**src/bp_pkg.sv**
```systemverilog
package bp_pkg;

    parameter int xlen = 32;

    // fetch restarts here on an exception
    parameter logic [xlen-1:0] trap_vec = 32'h0000_0080;

    typedef enum logic [1:0] {
        br_none,
        br_cond,
        br_jal,
        br_jalr
    } br_kind_e;

    typedef struct packed {
        logic       imm12;
        logic [5:0] imm10_5;
        logic [4:0] rs2;
        logic [4:0] rs1;
        logic [2:0] funct3;
        logic [3:0] imm4_1;
        logic       imm11;
        logic [6:0] opcode;
    } b_fmt_t;

    typedef struct packed {
        logic       imm20;
        logic [9:0] imm10_1;
        logic       imm11;
        logic [7:0] imm19_12;
        logic [4:0] rd;
        logic [6:0] opcode;
    } j_fmt_t;

    // one fetched word, seen as B-type or J-type
    typedef union packed {
        logic [31:0] raw;
        b_fmt_t      b_fmt;
        j_fmt_t      j_fmt;
    } inst_u;

    typedef struct packed {
        logic [xlen-1:0] pc;
        inst_u           inst;
    } fetch_t;

    typedef struct packed {
        br_kind_e        kind;
        logic [4:0]      rs1;
        logic [4:0]      rd;
        logic [xlen-1:0] imm;
    } dec_t;

    // branch outcome leaving EX
    typedef struct packed {
        logic            valid;
        logic            is_cond;
        logic [xlen-1:0] pc;
        logic            taken;
        logic            pred_taken;
        logic [xlen-1:0] pred_pc;   // next pc fetch actually used
        logic [xlen-1:0] actual_pc; // correct next pc
    } resolve_t;

endpackage

```
**src/bp_top.sv**
```systemverilog
`timescale 1ns/1ps

module bp_top import bp_pkg::*; #(
    parameter int PHT_BITS = 8,
    parameter int RAS_BITS = 3
) (
    input  logic            clk,
    input  logic            rst,
    input  logic            stall,
    input  logic            excp,
    input  fetch_t          fetch,
    input  resolve_t        resolve,
    output logic [xlen-1:0] next_pc,
    output logic            pred_taken,
    output logic            mispredict,
    output logic [xlen-1:0] sepc
);

    dec_t            dec;
    logic [1:0]      counter;
    logic [xlen-1:0] top_addr;
    logic            train_en;
    logic            push;
    logic            pop;

    inst_decode u_decode (
        .fetch (fetch),
        .dec   (dec)
    );

    // indexed by word address, low two bits dropped
    pht #(
        .PHT_BITS (PHT_BITS)
    ) u_pht (
        .clk         (clk),
        .rst         (rst),
        .read_idx    (fetch.pc[PHT_BITS+1:2]),
        .train_en    (train_en),
        .train_idx   (resolve.pc[PHT_BITS+1:2]),
        .train_taken (resolve.taken),
        .counter     (counter)
    );

    ras #(
        .RAS_BITS (RAS_BITS)
    ) u_ras (
        .clk       (clk),
        .rst       (rst),
        .push      (push),
        .pop       (pop),
        .push_addr (fetch.pc + 32'd4), // return address
        .top_addr  (top_addr)
    );

    redirect_ctrl u_ctrl (
        .clk        (clk),
        .rst        (rst),
        .stall      (stall),
        .excp       (excp),
        .fetch      (fetch),
        .dec        (dec),
        .resolve    (resolve),
        .counter    (counter),
        .top_addr   (top_addr),
        .next_pc    (next_pc),
        .pred_taken (pred_taken),
        .mispredict (mispredict),
        .sepc       (sepc),
        .train_en   (train_en),
        .push       (push),
        .pop        (pop)
    );

endmodule

```
**src/inst_decode.sv**
```systemverilog
`timescale 1ns/1ps

module inst_decode import bp_pkg::*; (
    input  fetch_t fetch,
    output dec_t   dec
);

    localparam logic [6:0] op_branch = 7'b1100011;
    localparam logic [6:0] op_jal    = 7'b1101111;
    localparam logic [6:0] op_jalr   = 7'b1100111;

    inst_u           word;
    logic [xlen-1:0] imm_b;
    logic [xlen-1:0] imm_j;
    logic [xlen-1:0] imm_i;

    assign word = fetch.inst;

    // B-type offset, bit 0 always zero
    assign imm_b = {{20{word.b_fmt.imm12}},
                    word.b_fmt.imm11,
                    word.b_fmt.imm10_5,
                    word.b_fmt.imm4_1,
                    1'b0};

    // J-type offset, same word read through the other view
    assign imm_j = {{12{word.j_fmt.imm20}},
                    word.j_fmt.imm19_12,
                    word.j_fmt.imm11,
                    word.j_fmt.imm10_1,
                    1'b0};

    assign imm_i = {{20{word.raw[31]}}, word.raw[31:20]}; // jalr offset

    always_comb begin
        dec.rs1 = word.b_fmt.rs1;
        dec.rd  = word.j_fmt.rd;
        unique case (word.raw[6:0])
            op_branch: begin
                dec.kind = br_cond;
                dec.imm  = imm_b;
            end
            op_jal: begin
                dec.kind = br_jal;
                dec.imm  = imm_j;
            end
            op_jalr: begin
                dec.kind = br_jalr;
                dec.imm  = imm_i;
            end
            default: begin
                dec.kind = br_none;
                dec.imm  = '0; // not a control transfer
            end
        endcase
    end

endmodule

```
**src/pht.sv**
```systemverilog
`timescale 1ns/1ps

module pht #(
    parameter int PHT_BITS = 8
) (
    input  logic                clk,
    input  logic                rst,
    input  logic [PHT_BITS-1:0] read_idx,
    input  logic                train_en,
    input  logic [PHT_BITS-1:0] train_idx,
    input  logic                train_taken,
    output logic [1:0]          counter
);

    localparam int pht_depth = 2 ** PHT_BITS;

    // 0 strong not-taken .. 3 strong taken
    logic [1:0] table_q [pht_depth];
    logic [1:0] cur;

    assign counter = table_q[read_idx]; // async read for fetch
    assign cur     = table_q[train_idx];

    always_ff @(posedge clk) begin
        if (rst) begin
            for (int i = 0; i < pht_depth; i++) begin
                table_q[i] <= 2'd1; // weakly not-taken
            end
        end else if (train_en) begin
            if (train_taken) begin
                if (cur != 2'd3) begin
                    table_q[train_idx] <= cur + 2'd1;
                end
            end else begin
                if (cur != 2'd0) begin
                    table_q[train_idx] <= cur - 2'd1;
                end
            end
        end
    end

endmodule

```
**src/ras.sv**
```systemverilog
`timescale 1ns/1ps

module ras import bp_pkg::*; #(
    parameter int RAS_BITS = 3
) (
    input  logic            clk,
    input  logic            rst,
    input  logic            push,
    input  logic            pop,
    input  logic [xlen-1:0] push_addr,
    output logic [xlen-1:0] top_addr
);

    localparam int ras_depth = 2 ** RAS_BITS;

    logic [xlen-1:0]     stack_q [ras_depth];
    logic [RAS_BITS-1:0] top_q;
    logic [RAS_BITS-1:0] top_inc;
    logic [RAS_BITS-1:0] top_dec;

    assign top_inc  = top_q + 1'b1; // wraps, oldest entry gets overwritten
    assign top_dec  = top_q - 1'b1;
    assign top_addr = stack_q[top_q];

    always_ff @(posedge clk) begin
        if (rst) begin
            top_q <= '0;
        end else if (push) begin
            top_q <= top_inc;
        end else if (pop) begin
            top_q <= top_dec;
        end
    end

    // entries themselves carry no reset
    always_ff @(posedge clk) begin
        if (push) begin
            stack_q[top_inc] <= push_addr;
        end
    end

endmodule

```
**src/redirect_ctrl.sv**
```systemverilog
`timescale 1ns/1ps

module redirect_ctrl import bp_pkg::*; (
    input  logic            clk,
    input  logic            rst,
    input  logic            stall,
    input  logic            excp,
    input  fetch_t          fetch,
    input  dec_t            dec,
    input  resolve_t        resolve,
    input  logic [1:0]      counter,
    input  logic [xlen-1:0] top_addr,
    output logic [xlen-1:0] next_pc,
    output logic            pred_taken,
    output logic            mispredict,
    output logic [xlen-1:0] sepc,
    output logic            train_en,
    output logic            push,
    output logic            pop
);

    logic            start_q; // low in reset and the cycle after it
    logic [xlen-1:0] pc_plus4;
    logic [xlen-1:0] pc_imm;
    logic            is_jump;
    logic            is_call;
    logic            is_ret;
    logic            ras_ok;

    assign pc_plus4 = fetch.pc + 32'd4;
    assign pc_imm   = fetch.pc + dec.imm;

    assign is_jump = (dec.kind == br_jal) || (dec.kind == br_jalr);
    assign is_call = is_jump && (dec.rd == 5'd1);
    assign is_ret  = (dec.kind == br_jalr) && (dec.rs1 == 5'd1) && (dec.rd != 5'd1);

    // EX saw a different next pc than fetch used
    assign mispredict = start_q && resolve.valid && (resolve.pred_pc != resolve.actual_pc);

    assign train_en = resolve.valid && resolve.is_cond && !stall;

    assign ras_ok = start_q && !stall && !excp && !mispredict;
    assign push   = ras_ok && is_call;
    assign pop    = ras_ok && is_ret;

    always_ff @(posedge clk) begin
        if (rst) begin
            start_q <= 1'b0;
        end else begin
            start_q <= 1'b1;
        end
    end

    // exception return address, taken even under stall
    always_ff @(posedge clk) begin
        if (rst) begin
            sepc <= '0;
        end else if (excp) begin
            sepc <= pc_plus4;
        end
    end

    always_comb begin
        next_pc    = pc_plus4;
        pred_taken = 1'b0;
        if (!start_q) begin
            next_pc = '0;
        end else if (excp) begin
            next_pc = trap_vec;
        end else if (mispredict) begin
            next_pc    = resolve.actual_pc;
            pred_taken = resolve.taken;
        end else begin
            unique case (dec.kind)
                br_jal: begin
                    next_pc    = pc_imm;
                    pred_taken = 1'b1;
                end
                br_jalr: begin
                    next_pc    = is_ret ? top_addr : pc_imm; // rs1 value not known here
                    pred_taken = 1'b1;
                end
                br_cond: begin
                    pred_taken = counter[1]; // 2 or 3 means taken
                    next_pc    = counter[1] ? pc_imm : pc_plus4;
                end
                default: begin
                    next_pc    = pc_plus4;
                    pred_taken = 1'b0;
                end
            endcase
        end
    end

endmodule

```
**config.mk**
```make
export PLATFORM = sky130hd
export DESIGN_NAME = bp_top
export DESIGN_NICKNAME = d
export VERILOG_FILES = /design/src/bp_pkg.sv /design/src/bp_top.sv /design/src/inst_decode.sv /design/src/pht.sv /design/src/ras.sv /design/src/redirect_ctrl.sv
export SDC_FILE = /design/constraint.sdc
export NUM_CORES = 2
export LEC_CHECK = 0
export BUFFER_PORTS_ARGS = -buffer_cell sky130_fd_sc_hd__buf_2
export CAP_MARGIN = 30
export CORE_ASPECT_RATIO = 1.4
export CORE_MARGIN = 3
export CORE_UTILIZATION = 39
export DETAILED_ROUTE_END_ITERATION = 8
export HOLD_SLACK_MARGIN = 0.12
export PLACE_DENSITY = 0.63
export SLEW_MARGIN = 5
export SYNTH_ARGS = -nofsm -noshare
export SYNTH_HDL_FRONTEND = slang
export SYNTH_SLANG_ARGS = --single-unit
```
**constraint.sdc**
```tcl
create_clock -name clk -period 6.19 [get_ports clk]
set_input_delay 1.238 -clock clk [delete_from_list [all_inputs] [get_ports clk]]
set_output_delay 1.238 -clock clk [all_outputs]
set_load 0.05 [all_outputs]
```
==> flow_summary.yaml <==
floorplanning:
  core_um2: 106000
  fp.dieArea_um2: 112000
  die_w_um: 284
  rows: 141
  die_h_um: 395
  initial_core_util: 0.396
  io_pins: 234
cells_and_area:
  finish.utilization: 0.466
  num-fill-cells: 9451
  multi_input_area_um2: 17500
  drive_gt1_frac: 0.282
  layout.nets: 3795
  regArea_um2: 23800
  syn_to_final_growth_pct: 17.7
timing:
  fmax_ghz: 0.160
  setup_tns_ns: -0.203
  setup_violations: 7
  holdWs_ns: 0.477
  fin_skew_ns: 0.0406
  worst_pin_slew_ns: 1.01
  final.min_clock_period_ns: 6.25
  relSlewSlack: 0.327
  finalMaxSlewViolations: 0
  finalHoldViolCount: 0
  fin_ws_ns: -0.0591
  rsz0062_at_grt: "true"
  period_share: 1.01
placed_design:
  place_congestion: 0.991
  pre_cts_slack_ns: -0.313
  dp_hpwl_um: 93200
  io_buffers: 208
clock_network:
  cts_buffer_depth: 3
  clkTransAtPathRegs_ns: 0.06
  cts_sinks: 807
  cts_made_buffers: 81
  clock_latency_ns: 0.66
  hold_buffers: 0
  cts_root_buf: "clkbuf_16"
  cts_tree: "yes"
  cts_max_level: 3
critical_path:
  crit-reg2reg-launch: "u_pht.table_q[91][0]"
  criticalPathCategory: "primary input to output port"
  slowest_stage: "or3_4"
  arrival_ns: 5.01
  cp_max_fo: 5
  path_buf_inv: 6
  startpoint_type: "primary input"
  cpPeakStageDelay_ns: 0.41
  worstPathCellList: "buf_6 > nand2_4 > or3_4 > nor3_4 > buf_6 > a22o_1 > ha_4 > and3_4 > a221oi_2 > buf_4 > nor2_4 > o21a_1 > or2_2 > buf_4 > o21ai_1 > buf_4 > nand2b_1 > xor2_1 > o21ai_0 > a21oi_2 > buf_6"
  crit_start: "fetch[0]"
  required_ns: 4.95
  end_kind: "output port"
  crit_family: "simple AND/OR/NAND/NOR gates"
global_routing:
  grt.overflow.total: 0
  grt_pass1_wl_um: 198000
  grt_max_degree: 114
  grt_usage: 0.233
  antenna_found_initial: 6
  grt_pass1_vias: 31500
synthesis:
  ys_ff_latch: 807
  synthesis.nets: 3517
  synth_area_per_cell_um2: 12.7
  async_flop_share: 0
  synth-edff-count: 768
  synthesis.area_um2: 42100
  synth.distinct_cells: 63
  yosysWarnings: 0
  netlist_instances: 3314
  yosysSeqAreaShare: 0.567
  synth_ff_type: "edfxtp_1"
power_and_ir_drop:
  total_power_mw: 12.5
  seq_power_share: 0.487
  vdd_drop_max_v: 0.000187
  p_switching_mw: 3.19
  p_per_area_nw_per_um2: 252
  swShare: 0.255
  p_int_mw: 9.30
  leakage_nw: 15.8
  p_comb_frac: 0.116
  pwr-share-clk: 0.397
min_path:
  hp-class: "flop to flop"
  hold_start: "u_ctrl.sepc[2]"
detailed_routing:
  drt_first_pass_iters: 6
  drtIter0Drc: 2891
  vias: 30400
  drc_errors: 0
  wl_per_cell_um: 26.2
  ant_nets: 0
  avgViaCountPerCell: 5.98
  wl_um: 133000
status:
  violations: "setup timing"
  status: "complete, but fails checks"
job:
  drv_cap: 0
==> power by group through the flow <==
stage          clock (mW)  sequential [mW]  combinational, mW
4_1_cts              5.02             6.09               1.42
2_1_floorplan           0             6.23              0.828
3_3_place_gp            0             6.20               1.40
5_1_grt              5.21             6.09               1.53
6_report             4.95             6.09               1.45
3_5_place_dp            0             6.20               1.41
==> what timing repair did <==
action	in CTS	in global routing
buffers inserted	4	5
pin swaps	18	48
endpoints found under the setup margin	20	20
gates resized for setup	51	86
==> sequential cells by signal, summed over array words and instances, names as in the netlist, named ones only <==
register / count
u_pht.table_q: 512
u_ctrl.sepc: 32
u_ras.top_q: 3
u_ras.stack_q: 256
u_ctrl.start_q: 1
==> stage by stage <==
stage	cell area [um^2]	instances
2_1_floorplan	42200	3314
3_3_place_gp	46200	4927
3_5_place_dp	46300	4929
4_1_cts	49100	5082
5_1_grt	49500	5089
6_report	49500	5090
==> worst paths after layout <==
kind	slack, ns	cells after the start	endpoint
setup / recovery	-0.06	21	next_pc[19]
hold / removal	0.48	2	u_ctrl.sepc[2]
setup reg to reg	2.14	10	u_pht.table_q[130][0]
hold reg to reg	0.48	2	u_ctrl.sepc[2]
==> cells in the final DEF, fill, tap and decap left out, types with 8 or more instances in the layout <==
master	synthesis	layout
nor3_1	308	301
mux4_2	294	294
o21ai_1	3	15
clkinv_1	0	11
buf_6	16	15
nor4_1	18	16
ha_1	34	25
a221oi_1	23	20
clkbuf_1	168	16
or2_2	10	9
a21oi_2	0	14
inv_1	33	31
clkbuf_16	0	83
mux2i_1	50	50
dfxtp_1	39	36
xnor2_1	31	31
nor2_1	204	193
buf_4	15	237
mux2_2	9	9
o21ai_0	260	241
nand3_1	88	87
and3_1	54	52
and2_1	18	9
buf_12	0	32
nand2_1	488	482
a211oi_1	17	14
nand2b_1	18	16
clkinv_2	0	18
xor2_1	58	58
a21o_1	31	31
ha_4	0	8
buf_2	61	186
a21oi_1	65	46
nand4_1	11	11
edfxtp_1	768	768
==> kinds of logic after synthesis <==
logic type | Yosys count | share of synthesized area
fa+ha+maj | 35 | 0.0106
buf+inv | 319 | 0.0347
simple gates | 1243 | 0.132
flops | 807 | 0.567
compound gates | 468 | 0.0652
mux | 353 | 0.172
xor+xnor | 89 | 0.0185
==> layer usage <==
layer | global-route usage | part of all wire
met5 | 0 | 0.00031
met4 | 0.119 | 0.051
met3 | 0.0388 | 0.072
met2 | 0.421 | 0.52
met1 | 0.265 | 0.35
==> cell type report <==
type / count / area share
Clock inverter: 50 / 0.0100
Inverter: 35 / 0.00275
Multi-Input combinational cell: 2188 / 0.353
Tap cell: 1430 / 0.0361
Sequential cell: 807 / 0.482
Timing Repair Buffer: 479 / 0.0734
Clock buffer: 99 / 0.0432
Antenna cell: 2 / 0.000101
==> Yosys cell counts (23+ instances only) <==
cell	count	area [um^2]
nor3_1	308	1540
xor2_1	58	508
a221oi_1	23	201
nor2_1	204	766
nand3_1	88	440
mux4_2	294	6620
mux2i_1	50	500
edfxtp_1	768	23100
buf_2	61	305
a21o_1	31	233
inv_1	33	124
o21ai_0	260	1300
and3_1	54	338
a21oi_1	65	325
dfxtp_1	39	781
clkbuf_1	168	631
ha_1	34	425
xnor2_1	31	272
nand2_1	488	1830
==> worst min-delay path, cell delays in order, from the launching register on <==
cell and delay [ns]:
dfxtp_1 0.31, nor2_1 0.08, a211oi_1 0.04
Power figures use the tool's default switching activity.
